===== src/huff_pkg.sv =====
package huff_pkg;

  // widths that carry a meaning in the header format and on the host bus
  typedef logic [7:0]  byte_t;      // one header byte as delivered by the byte source
  typedef logic [7:0]  sym_t;       // symbol value which is also the codebook index
  typedef logic [7:0]  len_t;       // code length in tree levels
  typedef logic [31:0] tot_t;       // total symbol count that follows the tree
  typedef logic [7:0]  apb_addr_t;  // byte address inside the register block
  typedef logic [31:0] apb_data_t;  // APB read and write data word

  // tree walking FSM of hd_decode
  typedef enum logic [2:0] {
    IDLE      = 3'd0,  // waiting for the host to start a decode
    TREE_BIT  = 3'd1,  // reading one pre-order tree bit
    LEAF_SYM  = 3'd2,  // shifting in the 8 symbol bits of a leaf
    WRITE     = 3'd3,  // storing the finished code in the codebook
    BACKTRACK = 3'd4,  // popping right moves until a left move can turn right
    TOTAL     = 3'd5,  // shifting in the 32 bit symbol total
    DONE      = 3'd6,  // header fully parsed and results are stable
    ERROR     = 3'd7   // a path went deeper than the codebook can hold
  } dec_state_e;

  // register map seen by the host
  localparam apb_addr_t REG_CTRL   = 8'h00;  // bit 0 starts a decode when written with 1
  localparam apb_addr_t REG_STATUS = 8'h04;  // busy in bit 0 with done and error above it
  localparam apb_addr_t REG_TOTAL  = 8'h08;  // symbol total captured from the header
  localparam apb_addr_t REG_INDEX  = 8'h0C;  // codebook entry selected for REG_CODE
  localparam apb_addr_t REG_CODE   = 8'h10;  // valid and length and code of that entry

  // field positions inside the REG_STATUS word
  localparam int STAT_BUSY  = 0;  // decode in progress
  localparam int STAT_DONE  = 1;  // last decode finished cleanly
  localparam int STAT_ERROR = 2;  // last decode stopped on a path that was too deep

  // field positions inside the REG_CODE word
  localparam int CODE_VALID_BIT = 31;  // entry was written by the last decode
  localparam int CODE_LEN_LSB   = 24;  // length occupies bits 30 down to 24
  localparam int CODE_FIELD_W   = 24;  // code is right aligned in the low 24 bits

endpackage


===== src/hd_bit_fetch.sv =====
`timescale 1ns/1ps

module hd_bit_fetch import huff_pkg::*; (
  input  logic  clk,
  input  logic  rst,
  input  logic  flush,       // drop whatever is left of the current byte
  input  logic  need,        // decoder sits in a state that consumes bits
  output logic  byte_req,    // one cycle request to the byte source
  input  logic  byte_valid,  // source answer after one or more cycles
  input  byte_t byte_data,
  output logic  bit_valid,   // a bit is on offer
  output logic  bit_data,
  input  logic  bit_take     // decoder consumes the offered bit
);

  byte_t      buf_q;   // current header byte
  logic [2:0] pos_q;   // index of the next bit to serve and 7 comes first
  logic       full_q;  // buf_q still holds unread bits
  logic       pend_q;  // a request is out and its byte has not come back
  logic       req_q;   // registered request pulse
  logic       ask;     // conditions for a new request are met this cycle

  // only ask when empty with nothing in flight and the pulse not already out
  assign ask = need && !full_q && !pend_q && !req_q && !flush;

  always_ff @(posedge clk or posedge rst) begin
    if (rst) begin
      buf_q  <= '0;
      pos_q  <= '0;
      full_q <= 1'b0;
      pend_q <= 1'b0;
      req_q  <= 1'b0;
    end else begin
      req_q <= ask;  // stays high for a single cycle since ask sees req_q
      if (ask) begin
        pend_q <= 1'b1;  // one request outstanding at a time
      end
      if (byte_valid) begin
        pend_q <= 1'b0;
      end
      if (flush) begin
        full_q <= 1'b0;  // leftover bits of the old stream are discarded
        pos_q  <= '0;
      end else if (byte_valid) begin
        buf_q  <= byte_data;
        pos_q  <= 3'd7;  // serve MSB first
        full_q <= 1'b1;
      end else if (bit_take && full_q) begin
        if (pos_q == 3'd0) begin
          full_q <= 1'b0;  // last bit gone so the next cycle can ask again
        end else begin
          pos_q <= pos_q - 3'd1;
        end
      end
    end
  end

  assign byte_req  = req_q;
  assign bit_valid = full_q;
  assign bit_data  = buf_q[pos_q];  // selected bit of the held byte

endmodule


===== config.mk =====
export PLATFORM = sky130hd
export DESIGN_NAME = hd_bit_fetch
export DESIGN_NICKNAME = d
export VERILOG_FILES = /design/src/huff_pkg.sv /design/src/hd_bit_fetch.sv
export SDC_FILE = /design/constraint.sdc
export NUM_CORES = 1
export LEC_CHECK = 0
export BUFFER_PORTS_ARGS = -buffer_cell sky130_fd_sc_hd__buf_2
export CORE_UTILIZATION = 47
export CTS_BUF_LIST = sky130_fd_sc_hd__clkbuf_4
export CTS_CLUSTER_DIAMETER = 200
export DETAILED_ROUTE_END_ITERATION = 16
export PLACE_DENSITY = 0.83
export SETUP_SLACK_MARGIN = 0.5
export SLEW_MARGIN = 30
export SYNTH_ARGS = -nofsm -noshare
export SYNTH_HDL_FRONTEND = slang
export SYNTH_SLANG_ARGS = --single-unit

===== constraint.sdc =====
create_clock -name clk -period 1.3 [get_ports clk]
set_input_delay 0.065 -clock clk [delete_from_list [all_inputs] [get_ports clk]]
set_output_delay 0.065 -clock clk [all_outputs]
set_load 0.01 [all_outputs]

# After elaboration in Yosys (flattened, before gate mapping)
# Cells that the tools add are included.
dict set report word_totals {
  reg_bits 14
  inputBits 14
  output_inout_bits 3
  wordCells 37
}
dict set report classes {
  addsub 1
  order_cmp 1
  n_eq_ne 1
  mux 12
  bitwise_logic 1
  n_reduce_logical 16
}
# cell count
set ops {}
lappend ops {{$mux W3} 4}
lappend ops {{$mux W1} 7}
lappend ops {{$reduce_and A2 Y1} 3}
lappend ops {{$reduce_bool A3 Y1} 2}
lappend ops {{$logic_and A1 B1 Y1} 5}
lappend ops {{$logic_not A1 Y1} 4}
lappend ops {{$lt A3 B4 Y1 const B} 1}
lappend ops {{$bmux W1 S3} 1}
lappend ops {{$logic_not A3 Y1} 1}
lappend ops {{$ne A3 B3 Y1 const B} 1}
lappend ops {{$sub A3 B1 Y3 const B} 1}
lappend ops {{$reduce_bool A2 Y1} 1}
lappend ops {{$not A1 Y1} 1}

# Longest topological paths before layout
dict set report depth {
  word_depth 7
  depth_mapped 5
  ltp_nobuf 5
}

# Worst setup path after synthesis
# Ideal clock, no wire load.
dict set report synth_timing {
  path_kind {register to output}
  start {register pos_q[0]}
  end {output port bit_data}
  arrival_ps 1208
  required_time_ps 1235
  setup_slack_ps 27
  path_stages_with_launch 3
  path_buffers 0
  cell_sequence {dfrtp_1 -> mux4_1 -> mux2_2}
}
dict set report synth_via {
  elab_chain_len 2
}
# item line_no
set synth_lines {}
lappend synth_lines {{start: declaration} hd_bit_fetch.sv:17} ;# logic [2:0] pos_q;
lappend synth_lines {{start signal: assignment} hd_bit_fetch.sv:52} ;# pos_q <= pos_q - 3'd1;
lappend synth_lines {{$bmux W1 S3} hd_bit_fetch.sv:60} ;# assign bit_data = buf_q[pos_q];
lappend synth_lines {{$mux W1 (implied by the code)} hd_bit_fetch.sv:60}
lappend synth_lines {{end: declaration} hd_bit_fetch.sv:12} ;# output logic bit_data,
# Every way passes these cells. The select of a mux whose other input is x is not followed.

# Final worst setup path
# Same ends and word-level chain as after synthesis.

==> impl_metrics.tcl <==
set metrics [dict create \
    final_hold_viol_count 0 \
    period_minus_slack_ps 1664 \
    ctsRootBufferMaster "clkbuf_4" \
    first_pass_iters 4 \
    drive_above_1_share 0.6528 \
    num_rows 13 \
    placed_area_sq_um 782.0 \
    post-dp-hpwl_microns 903.6 \
    wl_mm 1.393 \
    cp.required_ps 1240 \
    worstMarginPinSlew_ps 322.6 \
    grt_pass1_vias 469 \
    setup_viol 4 \
    period_share 1.280 \
    overflow 0 \
    drc 0 \
    cts.htree.levels 1 \
    clk_pin_slew_ps 90 \
    fillers 106 \
    antenna_left 0 \
    die_x_microns 39.35 \
    cts_buffers 3 \
    gr-usage-all-layers 0.2105 \
    antenna_found_initial 0 \
    endpoint "bit_data" \
    fin_ws_ps -364.3 \
    cap_violations 0 \
    violations "negative setup slack" \
    status "finished, violations left" \
    post_drt_wl_per_cell_microns 16.01 \
    synthCells 49 \
    n_antenna_cell 0 \
    drtIter0Drc 13 \
    die-area_sq_um 1548 \
    syn_nets 65 \
    cts_tree "built" \
    power_density_nw_per_um2 1181 \
    r2r-end "pos_q[2]" \
    ys_seq_elements 14 \
    final_common_cell "buf_2" \
    p_leak_uw 0.0003911 \
    crit_path_start_kind "register" \
    synth_cell_types 20 \
    clock_skew_ps 7.048 \
    crit_type "reg -> out" \
    reg2reg_setup_slack_ps -110 \
    grt_max_degree 15 \
    power_uw 1043 \
    max_slew_margin 0.7845 \
    crit_path_start "pos_q[0]" \
    port-buffer-count 16 \
    final_area_sq_um 883.3 \
    clk_latency_ps 280 \
    syn_to_final_growth_pct 34.73 \
    cp.arrival_ps 1600 \
    nNetsFinal 89 \
    vdd_drop_max_mv 0.7359 \
    vias 498 \
    fmax_mhz 600.9 \
    stdcell_count 87 \
    clockBufferDepth 2 \
    layout_common_cells "14 x buf_2, 13 x dfrtp_1, 8 x mux2_2" \
    cts.sinks 14 \
    place_ws_ps -106.3 \
    rsz0062_at_grt "true" \
    die_height_microns 39.35 \
    grt_pass1_wl_mm 2.090 \
    ys_seq_area_frac 0.5344 \
    core_sq_um 1301 \
    routabilityCongestion 0.8292 \
    worst-r2r-cell-count 6 \
    hp-class "in -> reg" \
    initial_utilization 0.5038 \
    syn_avg_cell_area_sq_um 13.38 \
    worstSetupEndpointType "primary output" \
    rr_startpoint "pos_q[0]" \
    syn_area_sq_um 655.6 \
    pin_count 17 \
    dp.cells 80 \
    routed_via_density 5.724 \
    ys_warn_count 0 \
    worstPathMaxFanout 3 \
    maxSlewViolCount 0 \
]
-- power by group --
part | switching, uW | total [uW] | internal, uW
sequential | 38.5 | 524 | 486
clock | 140 | 280 | 140
combinational | 97.2 | 239 | 142
-- area by class of cell --
cell class                      instances  area [sq um]  share of cell area
Clock buffer                            4         30.03             0.03399
Inverter                                5         25.02             0.02833
Multi-Input combinational cell         30         340.3              0.3853
Sequential cell                        14         351.6              0.3980
Tap cell                               15         18.77             0.02125
Timing Repair Buffer                   19         117.6              0.1331
-- cells in the mapped netlist --
cell,instances,area (sq um)
a211oi_1,1,7.510
a21oi_1,1,5.000
a311oi_1,3,26.28
a31oi_1,1,6.260
and2_1,1,6.260
and3_1,1,6.260
dfrtp_1,14,350.3
ha_1,2,25.02
inv_1,5,18.77
mux2_2,9,101.4
mux4_1,2,52.55
nand2_1,1,3.750
nand2b_1,1,6.260
nand3_1,1,5.000
nor2_1,1,3.750
nor2_2,1,6.260
nor4_1,1,6.260
o21a_1,1,7.510
o21ai_0,1,5.000
or3_1,1,6.260
-- cells by family (layout without fill, tap and decap cells) --
family	Yosys count	in the layout	synth area share
AND/OR/NAND/NOR	9	9	0.07635
AO/OA/AOI/OAI	8	8	0.08779
multiplexers	11	11	0.2347
adder cells (fa/ha/maj)	2	2	0.03816
flip-flops	14	14	0.5344
buffers and inverters	5	28	0.02863
-- routing by layer --
layer / track usage / up-vias / wire, microns
met5: 0 / - / 0
met4: 0.1034 / 0 / 25
met3: 0.01705 / 7 / 41
met2: 0.3583 / 20 / 745
met1: 0.2667 / 244 / 580
li1: - / 227 / -
-- worst max-delay path: stages, from the launching register on --
cell and delay (ps):
dfrtp_1 410, mux4_2 520, mux2_4 280, buf_6 120
-- flip-flops by register name (all words and copies together), names as in the netlist --
| signal | count |
|---|---|
| buf_q | 8 |
| pos_q | 3 |
| bit_valid | 1 |
| byte_req | 1 |
| pend_q | 1 |
-- worst min path at each step --
stage | startpoint | to | slack (ps) | cells after the start
after floorplan | rst | buf_q[0] | -50 | 1
after global placement | rst | buf_q[2] | 110 | 2
after detailed placement | rst | buf_q[2] | 130 | 2
after CTS | byte_data[4] | buf_q[4] | 7 | 2
after global routing | byte_data[4] | buf_q[4] | 10 | 2
final | byte_data[4] | buf_q[4] | 10 | 2
-- timing repair --
item	in CTS	in global routing
hold buffers	1	0
pin swaps	3	3
setup endpoints to repair	9	31
setup buffers	2	0
hold endpoints to repair	14	0
gates resized for setup	7	3
-- stage by stage --
| stage | hold WS (ps) | util | TNS (ps) |
|---|---|---|---|
| floorplan | -45.85 | - | 0 |
| global placement | 114.7 | 0.6010 | -87.06 |
| detailed placement | 128.5 | 0.6010 | -117.1 |
| CTS | 6.987 | 0.6731 | -490.4 |
| global route | 14.73 | 0.6788 | -755.9 |
| finish | 10.12 | 0.6788 | -523.7 |
Power figures use the tool's default switching activity.
