`src/huff_pkg.sv`:
```
package huff_pkg;

  // widths that carry a meaning in the header format and on the host bus
  typedef logic [7:0]  byte_t;      // one header byte as delivered by the byte source
  typedef logic [7:0]  sym_t;       // symbol value which is also the codebook index
  typedef logic [7:0]  len_t;       // code length in tree levels
  typedef logic [31:0] tot_t;       // total symbol count that follows the tree
  typedef logic [7:0]  apb_addr_t;  // byte address inside the register block
  typedef logic [31:0] apb_data_t;  // APB read and write data word

  // tree walking FSM of hd_decode
  typedef enum logic [2:0] {
    IDLE      = 3'd0,  // waiting for the host to start a decode
    TREE_BIT  = 3'd1,  // reading one pre-order tree bit
    LEAF_SYM  = 3'd2,  // shifting in the 8 symbol bits of a leaf
    WRITE     = 3'd3,  // storing the finished code in the codebook
    BACKTRACK = 3'd4,  // popping right moves until a left move can turn right
    TOTAL     = 3'd5,  // shifting in the 32 bit symbol total
    DONE      = 3'd6,  // header fully parsed and results are stable
    ERROR     = 3'd7   // a path went deeper than the codebook can hold
  } dec_state_e;

  // register map seen by the host
  localparam apb_addr_t REG_CTRL   = 8'h00;  // bit 0 starts a decode when written with 1
  localparam apb_addr_t REG_STATUS = 8'h04;  // busy in bit 0 with done and error above it
  localparam apb_addr_t REG_TOTAL  = 8'h08;  // symbol total captured from the header
  localparam apb_addr_t REG_INDEX  = 8'h0C;  // codebook entry selected for REG_CODE
  localparam apb_addr_t REG_CODE   = 8'h10;  // valid and length and code of that entry

  // field positions inside the REG_STATUS word
  localparam int STAT_BUSY  = 0;  // decode in progress
  localparam int STAT_DONE  = 1;  // last decode finished cleanly
  localparam int STAT_ERROR = 2;  // last decode stopped on a path that was too deep

  // field positions inside the REG_CODE word
  localparam int CODE_VALID_BIT = 31;  // entry was written by the last decode
  localparam int CODE_LEN_LSB   = 24;  // length occupies bits 30 down to 24
  localparam int CODE_FIELD_W   = 24;  // code is right aligned in the low 24 bits

endpackage

```
`src/hd_apb_regs.sv`:
```
`timescale 1ns/1ps

module hd_apb_regs import huff_pkg::*; #(
  parameter int CODE_W = 16  // must stay at or below 24 to fit REG_CODE
) (
  input  logic              clk,
  input  logic              rst,
  input  logic              psel,
  input  logic              penable,
  input  logic              pwrite,
  input  apb_addr_t         paddr,
  input  apb_data_t         pwdata,
  output apb_data_t         prdata,
  output logic              pready,
  output logic              pslverr,
  output logic              start,     // one cycle pulse into the decoder
  input  logic              busy,
  input  logic              done,
  input  logic              error,
  input  tot_t              total,
  output sym_t              rd_sym,    // codebook entry shown in REG_CODE
  input  logic              rd_valid,
  input  logic [CODE_W-1:0] rd_code,
  input  len_t              rd_len
);

  logic  access;   // APB access phase
  logic  mapped;   // paddr hits one of the five registers
  logic  start_q;
  sym_t  index_q;  // host selected codebook index

  assign access = psel && penable;
  assign mapped = (paddr == REG_CTRL) || (paddr == REG_STATUS) || (paddr == REG_TOTAL) ||
                  (paddr == REG_INDEX) || (paddr == REG_CODE);

  always_ff @(posedge clk or posedge rst) begin
    if (rst) begin
      start_q <= 1'b0;
      index_q <= '0;
    end else begin
      // a start during a running decode is dropped here
      start_q <= access && pwrite && (paddr == REG_CTRL) && pwdata[0] && !busy;
      if (access && pwrite && (paddr == REG_INDEX)) begin
        index_q <= pwdata[7:0];
      end
    end
  end

  always_comb begin
    prdata = '0;  // CTRL and unmapped addresses read as zero
    case (paddr)
      REG_STATUS: begin
        prdata[STAT_BUSY]  = busy;
        prdata[STAT_DONE]  = done;
        prdata[STAT_ERROR] = error;
      end
      REG_TOTAL: prdata = total;
      REG_INDEX: prdata = apb_data_t'(index_q);
      REG_CODE: begin
        prdata[CODE_VALID_BIT]                = rd_valid;
        prdata[CODE_VALID_BIT-1:CODE_LEN_LSB] = rd_len[6:0];
        prdata[CODE_FIELD_W-1:0]              = CODE_FIELD_W'(rd_code);  // right aligned
      end
      default: prdata = '0;
    endcase
  end

  assign pready  = 1'b1;  // every access completes without wait states
  assign pslverr = access && !mapped;
  assign start   = start_q;
  assign rd_sym  = index_q;

endmodule

```
`config.mk`:
```
export PLATFORM = sky130hd
export DESIGN_NAME = hd_apb_regs
export DESIGN_NICKNAME = d
export VERILOG_FILES = /design/src/huff_pkg.sv /design/src/hd_apb_regs.sv
export SDC_FILE = /design/constraint.sdc
export NUM_CORES = 1
export LEC_CHECK = 0
export ABC_AREA = 1
export BUFFER_PORTS_ARGS = -buffer_cell sky130_fd_sc_hd__buf_2
export CAP_MARGIN = 20
export CORE_UTILIZATION = 33
export DETAILED_ROUTE_END_ITERATION = 8
export PLACE_DENSITY = 0.79
export SLEW_MARGIN = 20
export SYNTH_ARGS = -nofsm -noshare
export SYNTH_HDL_FRONTEND = slang
export SYNTH_SLANG_ARGS = --single-unit
```
`constraint.sdc`:
```
create_clock -name clk -period 1.4 [get_ports clk]
set_input_delay 0.14 -clock clk [delete_from_list [all_inputs] [get_ports clk]]
set_output_delay 0.14 -clock clk [all_outputs]
set_load 0.05 [all_outputs]
```
### Yosys cells after proc, flatten, opt, wreduce, memory -nomap -nowiden

Index checks and enable logic that the tools add are counted.

| storage, ports and cells | value |
|---|---|
| word-level logic and storage cells | 22 |
| input bits | 105 |
| output and inout port bits | 43 |
| flip-flop bits (word level) | 9 |

| cells by class | value |
|---|---|
| mux-type cells | 2 |
| reductions and logical operators | 14 |
| equality and inequality tests | 4 |

Operators with widths:

| kind | number |
|---|---|
| $pmux 29 s3 | 1 |
| $eq 8x4->1 const B | 2 |
| $pmux 3 s4 | 1 |
| $eq 8x3->1 const B | 1 |
| $eq 8x5->1 const B | 1 |
| $logic_not 8->1 | 1 |
| $logic_and 1x1->1 | 7 |
| $logic_or 1x1->1 | 4 |
| $logic_not 1->1 | 2 |

### Logic depth before layout (Yosys ltp)

| depth | value |
|---|---|
| word-level depth | 7 |
| depth in mapped cells | 8 |
| gate-level depth less buffers | 7 |

### Worst setup path before layout

Ideal clock, no wire load.

| timing | value |
|---|---|
| path type | in2out |
| start point | in paddr[6] |
| end point | out prdata[16] |
| buffers on the path | 1 |
| required time | 1260 ps |
| path slack | -141 ps |
| cell stages on the path | 6 |
| arrival time | 1401 ps |
| path through | inv_2 -> nand2_2 -> nor2_2 -> buf_2 -> nand2_2 -> nor2_1 |

| on the way | value |
|---|---|
| cells in the longest elaborated chain, start to end | 2 |
| elaborated cells between the ends (all ways) | 4 |
| those cells by class | 3 x eq/ne; 1 x mux |

RTL lines:

| what | RTL line | text |
|---|---|---|
| start: declaration | hd_apb_regs.sv:11 | `input apb_addr_t paddr,` |
| $eq 8x5->1 / $eq 8x4->1 (equally long branches) | hd_apb_regs.sv:51 | `case (paddr)` |
| $pmux 29 s3 * | hd_apb_regs.sv:51 |  |
| end: declaration | hd_apb_regs.sv:13 | `output apb_data_t prdata,` |

Every way passes the cells marked *; elsewhere a longest branch is shown, timed or not.

### Worst setup path after layout

| timing | value |
|---|---|
| start point | in paddr[0] |
| end point | out prdata[9] |

The elaborated chain is that of the path after synthesis.

==> results.tsv <==
stage	metric	value	unit
clock_network	CTS sink cnt	9	
routing	Avg Vias per Cell	4.601	
clock_network	htree depth	1	
clock_network	Worst-path clk slew	0.06	ns
timing	final setup margin	0.04577	ns
routing	Total Wirelength	4049	microns
timing	minimum clock period	1.354	ns
finish	Nets	428	
finish	layout cells sized above 1	54.35	%
logic_synthesis	Yosys top cell area share	22.18	%
power	pwr/cell area	354.5	nW/um^2
logic_synthesis	Post-synth EDFFs	0	
worst_setup_path	r2r startpoint	rd_sym[0]	
logic_synthesis	asr flop ratio synth	100.0	%
logic_synthesis	Post-synth top cells	53 x nand3_1, 51 x nand2_1, 17 x inv_1, 14 x nor2_1, 12 x nand2_2	
logic_synthesis	Avg Cell Area, Syn	6.198	sq um
die	Rows	21	
worst_setup_path	startpoint types	input port	
logic_synthesis	top_reg_cell synth	dfrtp_1	
logic_synthesis	area leader, netlist	nand3_1	
worst_setup_path	required time of the critical path	1.26	ns
routing	DRC violations left	0	
power	clock group share of total power	27.1	%
worst_setup_path	R2R Path End	rd_sym[0]	
worst_setup_path	crit path capture type	primary output	
clock_network	CTS tree	done	
routing	Initial DRC Count	62	
worst_setup_path	kind of critical path	in -> out	
routing	wire per inst	11.00	microns
timing	Final Setup Violations	0	
die	Initial Util	35.02	%
power	Sw Share	32.65	%
finish	fillers	348	
timing	Peak Freq	738.4	MHz
placement	Post-DP Area	1913	sq um
clock_network	clock latency on the worst-skew pair	0.26	ns
timing	Setup Skew	0	ns
run	max-cap violations	0	
worst_setup_path	R2R cell count	2	
timing	final-report max-slew violation count	0	
global_route	GRT overflow	0	
placement	pre-CTS WS	0.005765	ns
timing	RSZ-0062 raised after global routing	yes	
clock_network	CTS buffer count	3	
worst_setup_path	FF-to-FF setup slack	0.75	ns
power	Int Power	0.4922	mW
die	Die Y	62.21	microns
logic_synthesis	Yosys reg bits	9	
placement	port bufs	121	
power	Flop pwr share	36.5	%
global_route	global-route wire length before repair	6589	microns
finish	Area Overhead vs Synth	72.39	%
timing	Final period util	96.73	%
placement	post-DP HPWL	3169	microns
clock_network	root buf cell	clkbuf_4	
clock_network	setup bufs post-CTS	0	
logic_synthesis	Mapped Area	1196	sq um
power	NetSw	0.2387	mW
power	Leak Pwr	1.349	nW
logic_synthesis	Cells after Synth	193	
worst_setup_path	Worst Path Arrival	1.21	ns
global_route	vias in the first global route	1574	
timing	Final Hold Viols	0	
hold_path	Worst Hold Class	in -> reg	
die	Core Area	3416	sq um
routing	M1 WL	1519	microns
logic_synthesis	register area share after synthesis	18.83	%
worst_setup_path	CP max FO	5	
clock_network	CTS max path bufs	2	
power	Pwr Total	0.7309	mW
logic_synthesis	Synth Net Count	298	
routing	routed wl met2	2084	microns
logic_synthesis	Yosys warnings	0	
global_route	All-Layer GR Usage	20.50	%
finish	post-route cell area	2062	sq um
logic_synthesis	largest cells by area after synthesis	nand3_1 22%, dfrtp_1 19%, nand2_1 16%	
global_route	initial antenna violation count	0	
routing	post-route ant nets	0	
power	combinational power share	36.4	%
worst_setup_path	Setup crit end	prdata[9]	
die	IO Count	148	
worst_setup_path	CP startpoint	paddr[0]	
global_route	largest net degree at the start of global routing	26	
routing	DR vias	1693	
die	Die ar.	3869	sq um
finish	diodes inserted	0	
run_status	status	completed	
die	Die Width	62.21	microns
routing	highest metal used	met4	
routing	met3 WL post-DR	323	microns
placement	routability-driven placement congestion ratio	0.8106	
power	highest ir drop seen on vdd	0.5537	mV
routing	DRT Pass-1 Iters	6	
logic_synthesis	Netlist cell types	19	
logic_synthesis	most frequent cell after synthesis	nand3_1	
## sequential cells by signal (all words and copies together) (netlist names)
signal	cells
start	1
rd_sym	8
## per-stage QoR
step / util [%] / TNS, ns / hold slack [ns] / std cells
final: 60.37 / 0 / 0.1084 / 368
after CTS: 57.07 / 0 / 0.1092 / 367
after detailed placement: 56.01 / 0 / 0.1097 / 362
after global routing: 60.37 / -0.1355 / 0.1176 / 368
after global placement: 56.01 / 0 / 0.1071 / 362
after floorplan: - / -1.126 / -0.03208 / 193
## power groups by stage
stage	Combinational (mW)	Clock (mW)	Sequential, mW
floorplan	0.100	0	0.283
global placement	0.254	0	0.271
detailed placement	0.257	0	0.271
CTS	0.260	0.203	0.267
global route	0.292	0.218	0.267
finish	0.266	0.198	0.267
## metal layers
| metal | vias to the layer above | GRT usage [%] |
|---|---|---|
| met4 | 0 | 10.47 |
| li1 | 865 | - |
| met5 | - | 0 |
| met1 | 741 | 21.16 |
| met2 | 73 | 38.05 |
| met3 | 14 | 4.963 |
## logic make-up after synthesis
kind of cell,after synthesis,synth area share [%]
simple gates,150,67.26
flops,9,18.83
buf+inv,33,13.60
other cells,1,0.3135
## worst max-delay path: stages
cell	delay (ns)
buf_2	0.11
inv_2	0.06
nand2_4	0.09
nor2_8	0.12
and2_4	0.20
buf_4	0.16
nand2_4	0.04
nand2_2	0.04
buf_2	0.26
## placed cells by master, fill, tap and decap left out, drive strengths merged
cell	n
buf	122
nand2	74
nand3	53
inv	24
nor2	20
clkbuf	15
dfrtp	9
and2	1
nand3b	1
nor3	1
conb	1
dlygate4sd3	1
## cell type report
| type | instances | area, sq um | share of cell area (%) |
|---|---|---|---|
| clock buffer | 4 | 26.28 | 1.274 |
| inverter | 24 | 90.09 | 4.369 |
| multi-input combinational | 151 | 822.0 | 39.87 |
| sequential | 9 | 225.2 | 10.92 |
| tap | 46 | 57.56 | 2.791 |
| timing repair buffer | 134 | 840.8 | 40.78 |
## worst min-delay path by stage
stage / from / end / slack (ns) / depth (start not counted)
after CTS: pwdata[2] / rd_sym[2] / 0.11 / 3
final: pwdata[2] / rd_sym[2] / 0.11 / 3
after floorplan: rst / rd_sym[0] / -0.03 / 1
after global routing: pwdata[5] / rd_sym[5] / 0.12 / 3
after global placement: rst / rd_sym[7] / 0.11 / 2
after detailed placement: rst / rd_sym[7] / 0.11 / 2
## what timing repair did
action / CTS / global route
gates resized for setup: 0 / 47
hold endpoints to repair: 9 / 0
setup endpoints to repair: 0 / 26
hold buffers: 1 / 0
No activity file was read; power rests on OpenSTA's default activity.
