**src/huff_pkg.sv**
```systemverilog
package huff_pkg;

  // widths that carry a meaning in the header format and on the host bus
  typedef logic [7:0]  byte_t;      // one header byte as delivered by the byte source
  typedef logic [7:0]  sym_t;       // symbol value which is also the codebook index
  typedef logic [7:0]  len_t;       // code length in tree levels
  typedef logic [31:0] tot_t;       // total symbol count that follows the tree
  typedef logic [7:0]  apb_addr_t;  // byte address inside the register block
  typedef logic [31:0] apb_data_t;  // APB read and write data word

  // tree walking FSM of hd_decode
  typedef enum logic [2:0] {
    IDLE      = 3'd0,  // waiting for the host to start a decode
    TREE_BIT  = 3'd1,  // reading one pre-order tree bit
    LEAF_SYM  = 3'd2,  // shifting in the 8 symbol bits of a leaf
    WRITE     = 3'd3,  // storing the finished code in the codebook
    BACKTRACK = 3'd4,  // popping right moves until a left move can turn right
    TOTAL     = 3'd5,  // shifting in the 32 bit symbol total
    DONE      = 3'd6,  // header fully parsed and results are stable
    ERROR     = 3'd7   // a path went deeper than the codebook can hold
  } dec_state_e;

  // register map seen by the host
  localparam apb_addr_t REG_CTRL   = 8'h00;  // bit 0 starts a decode when written with 1
  localparam apb_addr_t REG_STATUS = 8'h04;  // busy in bit 0 with done and error above it
  localparam apb_addr_t REG_TOTAL  = 8'h08;  // symbol total captured from the header
  localparam apb_addr_t REG_INDEX  = 8'h0C;  // codebook entry selected for REG_CODE
  localparam apb_addr_t REG_CODE   = 8'h10;  // valid and length and code of that entry

  // field positions inside the REG_STATUS word
  localparam int STAT_BUSY  = 0;  // decode in progress
  localparam int STAT_DONE  = 1;  // last decode finished cleanly
  localparam int STAT_ERROR = 2;  // last decode stopped on a path that was too deep

  // field positions inside the REG_CODE word
  localparam int CODE_VALID_BIT = 31;  // entry was written by the last decode
  localparam int CODE_LEN_LSB   = 24;  // length occupies bits 30 down to 24
  localparam int CODE_FIELD_W   = 24;  // code is right aligned in the low 24 bits

endpackage

```
**src/hd_decode.sv**
```systemverilog
`timescale 1ns/1ps

module hd_decode import huff_pkg::*; #(
  parameter int CODE_W = 16  // deepest code the codebook accepts
) (
  input  logic              clk,
  input  logic              rst,
  input  logic              start,      // one cycle pulse from the register block
  output logic              flush,      // clears the fetch buffer when a decode begins
  output logic              need,       // asks the fetch unit to keep a bit ready
  input  logic              bit_valid,
  input  logic              bit_data,
  output logic              bit_take,
  output logic              cb_clear,   // invalidates the whole codebook at start
  output logic              cb_we,      // one write per leaf
  output sym_t              cb_sym,
  output logic [CODE_W-1:0] cb_code,
  output len_t              cb_len,
  output logic              busy,
  output logic              done,
  output logic              error,
  output tot_t              total
);

  dec_state_e        state_q;
  logic [CODE_W-1:0] path_q;    // moves from the root with the newest move in bit 0
  len_t              depth_q;   // number of valid moves in path_q
  sym_t              sym_q;     // symbol being shifted in for the current leaf
  logic [4:0]        cnt_q;     // bit counter for the symbol and total fields
  tot_t              total_q;
  logic              idle_st;   // a start is accepted in this state
  logic              in_bits;   // this state consumes header bits
  logic              take;      // a bit is consumed this cycle
  logic [CODE_W-1:0] pop_path;  // path with its last move removed
  len_t              pop_depth;

  assign idle_st   = (state_q == IDLE) || (state_q == DONE) || (state_q == ERROR);
  assign in_bits   = (state_q == TREE_BIT) || (state_q == LEAF_SYM) || (state_q == TOTAL);
  assign take      = in_bits && bit_valid;
  assign pop_path  = path_q >> 1;
  assign pop_depth = depth_q - len_t'(1);

  always_ff @(posedge clk or posedge rst) begin
    if (rst) begin
      state_q <= IDLE;
      path_q  <= '0;
      depth_q <= '0;
      sym_q   <= '0;
      cnt_q   <= '0;
      total_q <= '0;
    end else begin
      case (state_q)
        IDLE, DONE, ERROR: begin
          if (start) begin  // fresh walk from the root
            state_q <= TREE_BIT;
            path_q  <= '0;
            depth_q <= '0;
            cnt_q   <= '0;
            total_q <= '0;
          end
        end
        TREE_BIT: begin
          if (take) begin
            if (bit_data) begin
              state_q <= LEAF_SYM;  // a leaf and its symbol follows
              cnt_q   <= '0;
            end else if (depth_q == len_t'(CODE_W)) begin
              state_q <= ERROR;  // one more left move would not fit
            end else begin
              path_q  <= {path_q[CODE_W-2:0], 1'b0};  // internal node so go left
              depth_q <= depth_q + len_t'(1);
            end
          end
        end
        LEAF_SYM: begin
          if (take) begin
            sym_q <= {sym_q[6:0], bit_data};
            cnt_q <= cnt_q + 5'd1;
            if (cnt_q == 5'd7) begin
              state_q <= WRITE;
            end
          end
        end
        WRITE: begin
          if (depth_q == '0) begin
            state_q <= TOTAL;  // root was a leaf so the tree is complete
            cnt_q   <= '0;
          end else if (!path_q[0]) begin
            path_q[0] <= 1'b1;  // left child done and the right sibling comes next
            state_q   <= TREE_BIT;
          end else begin
            state_q <= BACKTRACK;
          end
        end
        BACKTRACK: begin
          // one popped level per cycle and the turn right happens in the same cycle
          path_q  <= pop_path;
          depth_q <= pop_depth;
          if (pop_depth == '0) begin
            state_q <= TOTAL;  // climbed back to the root
            cnt_q   <= '0;
          end else if (!pop_path[0]) begin
            path_q  <= pop_path | CODE_W'(1);
            state_q <= TREE_BIT;
          end
        end
        TOTAL: begin
          if (take) begin
            total_q <= {total_q[30:0], bit_data};
            cnt_q   <= cnt_q + 5'd1;
            if (cnt_q == 5'd31) begin
              state_q <= DONE;
            end
          end
        end
        default: state_q <= IDLE;
      endcase
    end
  end

  assign flush    = idle_st && start;
  assign cb_clear = idle_st && start;  // stale entries vanish before the first write
  assign need     = in_bits;
  assign bit_take = take;
  assign cb_we    = (state_q == WRITE);
  assign cb_sym   = sym_q;
  assign cb_code  = path_q;  // zero when the root itself is a leaf
  assign cb_len   = (depth_q == '0) ? len_t'(1) : depth_q;  // a lone leaf still needs one bit
  assign busy     = !idle_st;
  assign done     = (state_q == DONE);
  assign error    = (state_q == ERROR);
  assign total    = total_q;

endmodule

```
**config.mk**
```make
export PLATFORM = sky130hd
export DESIGN_NAME = hd_decode
export DESIGN_NICKNAME = d
export VERILOG_FILES = /design/src/huff_pkg.sv /design/src/hd_decode.sv
export SDC_FILE = /design/constraint.sdc
export NUM_CORES = 1
export LEC_CHECK = 0
export BUFFER_PORTS_ARGS = -buffer_cell sky130_fd_sc_hd__buf_2
export CORE_UTILIZATION = 45
export CTS_CLUSTER_DIAMETER = 60
export DETAILED_ROUTE_END_ITERATION = 8
export GPL_ROUTABILITY_DRIVEN = 1
export PLACE_DENSITY = 0.76
export SYNTH_ARGS = -nofsm -noshare
export SYNTH_HDL_FRONTEND = slang
export SYNTH_SLANG_ARGS = --single-unit
```
**constraint.sdc**
```tcl
create_clock -name clk -period 2.5 [get_ports clk]
set_clock_uncertainty 0.1 [all_clocks]
set_input_delay 0.25 -clock clk [delete_from_list [all_inputs] [get_ports clk]]
set_output_delay 0.25 -clock clk [all_outputs]
set_load 0.02 [all_outputs]
```
==> After elaboration in Yosys (flattened, before gate mapping) <==
Cells that the tools add are included.
{ "op_classes": {"reduce_logical": 21, "n_eq_ne": 25, "mux": 37, "add_sub_neg": 3} }
{ "ops": {"columns": ["cell", "count"], "rows": [
  ["16-bit 2-to-1 mux", 4],
  ["32-bit 2-to-1 mux", 2],
  ["32-bit one-hot mux with 2 select lines", 1],
  ["15-bit one-hot mux with 3 select lines", 1],
  ["8-bit 2-to-1 mux", 5],
  ["3-bit 2-to-1 mux", 12],
  ["5-bit 2-to-1 mux", 6],
  ["5-bit one-hot mux with 5 select lines", 1],
  ["8-bit one-hot mux with 3 select lines", 1],
  ["2-bit != test, second input constant", 9],
  ["3-bit one-hot mux with 6 select lines", 1],
  ["8-bit logical NOT", 2],
  ["3-bit == test, second input constant", 4],
  ["6-bit AND reduction", 2],
  ["8-bit by 1-bit adder with 8-bit output, second input constant", 1],
  ["8-bit by 5-bit == test with 1-bit output, second input constant", 1],
  ["2-bit by 1-bit != test with 1-bit output, second input constant", 4],
  ["8-bit AND reduction", 1],
  ["8-bit by 1-bit subtractor with 8-bit output, second input constant", 1],
  ["3-bit by 2-bit == test with 1-bit output, second input constant", 2],
  ["5-bit by 1-bit adder with 5-bit output, second input constant", 1],
  ["5-bit by 3-bit == test with 1-bit output, second input constant", 1],
  ["5-bit == test, second input constant", 1],
  ["5-bit AND reduction", 1],
  ["16 further kinds", 21]
]} }
{ "totals": {"regBits": 72, "word_cells": 93, "input_bits": 5, "out_inout_bits": 72} }

==> Logic depth before layout (Yosys ltp) <==
{ "depth": {"ltp_word": 6, "depth_mapped": 11} }

==> Worst setup path before layout <==
No wires, ideal clock.
{ "synth_timing": {"kind": "register to register", "from": "reg depth_q[0]", "to": "reg cnt_q[1]", "period_less_slack_ps": 2589, "arrival_time_ps": 2410, "stages_incl_launch_ff": 11, "setup_ps": 79, "slack_ps": -89, "path_cell_list": "dfrtp_1 > clkbuf_1 > inv_1 > ha_1 > buf_4 > or3b_2 > nor3b_1 > o311ai_0 > a31o_2 > a21oi_4 > mux2i_1"} }
{ "synth_via": {"elab_chain_cells": 4, "word_cells_on_any_way": 6, "cone_classes": "add/sub (1); eq/ne (2); reduce/logical (3)"} }
{ "synth_lines": {"columns": ["element", "line", "source"], "rows": [
  ["from (decl)", "hd_decode.sv:27", "len_t depth_q;"],
  ["from (signal assigned)", "hd_decode.sv:71", "depth_q <= depth_q + len_t'(1);"],
  ["from (signal assigned)", "hd_decode.sv:98", "depth_q <= pop_depth;"],
  ["8-bit by 1-bit subtractor with 8-bit output", "hd_decode.sv:41", "assign pop_depth = depth_q - len_t'(1);"],
  ["8-bit logical NOT", "hd_decode.sv:99", "if (pop_depth == '0) begin"],
  ["2-bit != test (no line)", null, null],
  ["6-bit AND reduction (no line) (*)", null, null],
  ["to (signal assigned)", "hd_decode.sv:78", "cnt_q <= cnt_q + 5'd1;"],
  ["to (signal assigned)", "hd_decode.sv:110", "cnt_q <= cnt_q + 5'd1;"],
  ["to (decl)", "hd_decode.sv:29", "logic [4:0] cnt_q;"]
]} }
Mark *: on every way between the ends. The rest lies on a longest branch, timed or not.
A chain may end at the register's enable or synchronous reset.

==> Worst setup path in the final report <==
{ "layout_timing": {"from": "reg depth_q[4]", "to": "out cb_len[0]"} }
{ "layout_via": {"elab_chain_cells": 2} }
{ "layout_lines": {"columns": ["element", "line", "source"], "rows": [
  ["8-bit logical NOT", "hd_decode.sv:128", "assign cb_len = (depth_q == '0) ? len_t'(1) : depth_q;"],
  ["8-bit 2-to-1 mux", "hd_decode.sv:128", null],
  ["to (decl)", "hd_decode.sv:18", "output len_t cb_len,"]
]} }
Every way passes these cells.

==> metrics.md <==
| Metric | Value |
|---|---|
| Syn Std Cell Area | 3770 µm² |
| Via density per instance | 5.52 |
| # port buffers | 76 |
| Slowest CP cell | or4_4 |
| Hpwl dp | about 6100 µm |
| Synth Instances | 436 |
| Hold-critical path depth | 3 |
| Antenna-violating nets left | 0 |
| FF-to-FF Start | depth_q[1]$_DFFE_PP0P_ |
| Layout cells sized above 1 | 0.277 |
| Final worst setup slack | 0.0787 ns |
| Worst Path Buf+Inv | 2 |
| First-pass GRT wire length | 14800 µm |
| Die Footprint | 8760 µm² |
| Sequential share of the synthesized area | 0.477 |
| Clock buffer depth | 2 |
| R2r worst-path depth | 8 |
| RSZ-0062 raised after global routing | false |
| Root buffer cell | clkbuf_8 |
| Clk Latency, worst-skew pair | 0.34 ns |
| Flop-to-flop setup slack | 0.12 ns |
| GP Congestion | 0.911 |
| FF+latch count, synth | 72 |
| Most common cell after layout, fill and taps aside | nand2_1 |
| Antenna cells | 0 |
| Antenna violations before repair | 0 |
| Boundary Pins | 77 |
| Commonest non-fill, non-tap cells in the layout | nand2_1 (88), buf_2 (76), dfrtp_1 (70), nor2_1 (47), o21ai_0 (44) |
| Crit path required time | about 2.2 ns |
| EDFF count, synth | 0 |
| Drt pass-1 iters | 5 |
| Crit end category | output port |
| WL final | between 9000 and 10000 µm |
| Final #Nets | 521 |
| Max incr delay on CP | 0.60 ns |
| Hold/Removal Path Class | in -> reg |
| Final min period | ~2.4 ns |
| Hold path startpoint | bit_data |
| Setup WS pre-CTS | 0.0863 ns |
| Count of final hold-check violations | 0 |
| Max Clk Rate | between 0.4 and 0.5 GHz |
| Overflow after GRT | 0 |
| Max cap viols | 0 |
| Net Count, Synth | 446 |
| Syn. warnings | 0 |
| Worst Path Max Fanout | 5 |
| CP top delay family | simple AND/OR/NAND/NOR gates |
| Largest net degree at the start of global routing | 65 |
| FP Rows | 33 |
| Via count | 3430 |
| VDD IR max | approximately 0.00062 V |
| Starting Density | 0.462 |
| Final setup fails | 0 |
| Tcrit/Tclk final | 0.969 |
| Crit path cell chain | or4_4 -> nor4b_4 -> buf_4 -> or2_2 -> buf_2 |
| Worst EP arrival | 2.07 ns |
| Syn_area_per_cell | 8.66 µm² |
| Hold EP | total[0]$_DFFE_PP0P_ |
| Slew @ Worst Pin | 0.754 ns |
| FFs w/ async S/R, synth | 1.00 |
| LEAKAGE | 2.25 nW |
| Worst setup path class | reg -> out |
| Layout area overhead | 24.0% |
| Gr usage total | 0.215 |
| Worst-path clk slew | around 0.080 ns |
| DRC violations left | 0 |
| Number of global-route vias before repair | slightly above 3000 |
| Chip Height | 93.6 µm |
| Reg-to-Reg End | cnt_q[4]$_DFFE_PP0P_ |
| Final TNS setup | 0 ns |
| Status | complete, no violations |
| Relative slew slack | 0.497 |
| Core Footprint | between 8000 and 9000 µm² |
| Final-report max-slew violation count | 0 |
| Clk sinks | 72 |
| CP startpoint kind | flip-flop |
| Die X-Extent | 93.6 µm |
| PD cells | approximately 1400 nW/µm² |
| Ys flop type | dfrtp_1 |
| H-tree depth | 3 |
| Wire per inst | approximately 15 µm |
| CTS tree | done |
| Netlist cell types | 56 |
| Cts bufs inserted | 9 |
| Worst hold slack | 0.133 ns |
| 1st-iter DRT viols | 269 |
==> logic make-up after synthesis <==
family,share of synthesized area
AO/OA/AOI/OAI,0.196
adder cells (fa/ha/maj),0.0166
buffers and inverters,0.0540
flip-flops,0.477
multiplexers,0.0318
AND/OR/NAND/NOR,0.224
==> timing repair <==
| item | CTS | global route |
|---|---|---|
| endpoints found under the setup margin | 2 | 6 |
| hold endpoints to repair | 35 | 0 |
| pin swaps | 1 | 2 |
| hold buffers | 1 | 0 |
| gates resized for setup | 1 | 4 |
| buffers inserted | 3 | 0 |
==> final cells by class <==
type	instances	area [µm²]
Fill cell	700	3500
Clock buffer	11	131
Multi-Input combinational cell	313	1810
Clock inverter	5	129
Sequential cell	72	1800
Tap cell	105	131
Inverter	13	48.8
Timing Repair Buffer	102	628
==> routing by layer <==
layer / GRT usage / wire length [µm] / vias up
met4: 0.0846 / 161 / 0
met1: 0.298 / 4010 / 1634
met5: 0 / 0 / -
met2: 0.336 / 4460 / 108
li1: - / - / 1671
met3: 0.0333 / 412 / 17
==> worst max path at each step <==
| stage | from | to | cells past startpoint |
|---|---|---|---|
| 2_1_floorplan | depth_q[0]$_DFFE_PP0P_ | cnt_q[1]$_DFFE_PP0P_ | 10 |
| 3_3_place_gp | depth_q[3]$_DFFE_PP0P_ | cb_sym[6]$_DFFE_PP0P_ | 5 |
| 3_5_place_dp | depth_q[1]$_DFFE_PP0P_ | cnt_q[4]$_DFFE_PP0P_ | 8 |
| 4_1_cts | depth_q[5]$_DFFE_PP0P_ | cb_len[0] | 5 |
| 5_1_grt | depth_q[1]$_DFFE_PP0P_ | cnt_q[4]$_DFFE_PP0P_ | 8 |
| 6_report | depth_q[4]$_DFFE_PP0P_ | cb_len[0] | 5 |
==> metrics by stage <==
stage	std cells	util	area, µm²	total power [mW]
floorplan	436	-	3790	4.08
global placement	601	0.535	4380	5.00
detailed placement	601	0.535	4380	5.08
CTS	621	0.571	4670	6.35
global route	621	0.572	4680	6.78
finish	621	0.572	4680	6.36
==> power breakdown <==
group | total [mW] | leakage [nW] | switching (mW) | internal (mW)
combinational | 3.38 | 1.16 | 2.07 | 1.31
clock | 1.20 | 0.128 | 0.436 | 0.767
sequential | 1.78 | 0.955 | 0.327 | 1.45
==> tightest hold or removal path: stages <==
cell     delay (ns)
buf_2          0.15
nand2_1        0.06
o21ai_0        0.06
==> cell usage after synthesis, types with 4 or more instances <==
cell type | instances | area [µm²]
nand2_1 | 88 | 330
buf_2 | 4 | 20.0
nand3_1 | 6 | 30.0
clkbuf_1 | 32 | 120
nor3_1 | 13 | 65.1
ha_1 | 5 | 62.6
a21oi_1 | 18 | 90.1
a211oi_1 | 5 | 37.5
nand4_1 | 5 | 31.3
a31oi_1 | 6 | 37.5
dfrtp_1 | 72 | 1800
mux2_2 | 6 | 67.6
inv_1 | 12 | 45.0
o21ai_0 | 44 | 220
a221oi_1 | 16 | 140
nor2_1 | 48 | 180
o22ai_1 | 5 | 31.3
==> sequential cells by signal (all words and copies together) (netlist names) <==
register / flops
cb_sym: 8
cnt_q: 5
depth_q: 8
total: 32
state_q: 3
cb_code: 16
Note: power is estimated with default switching activity, not from simulation.
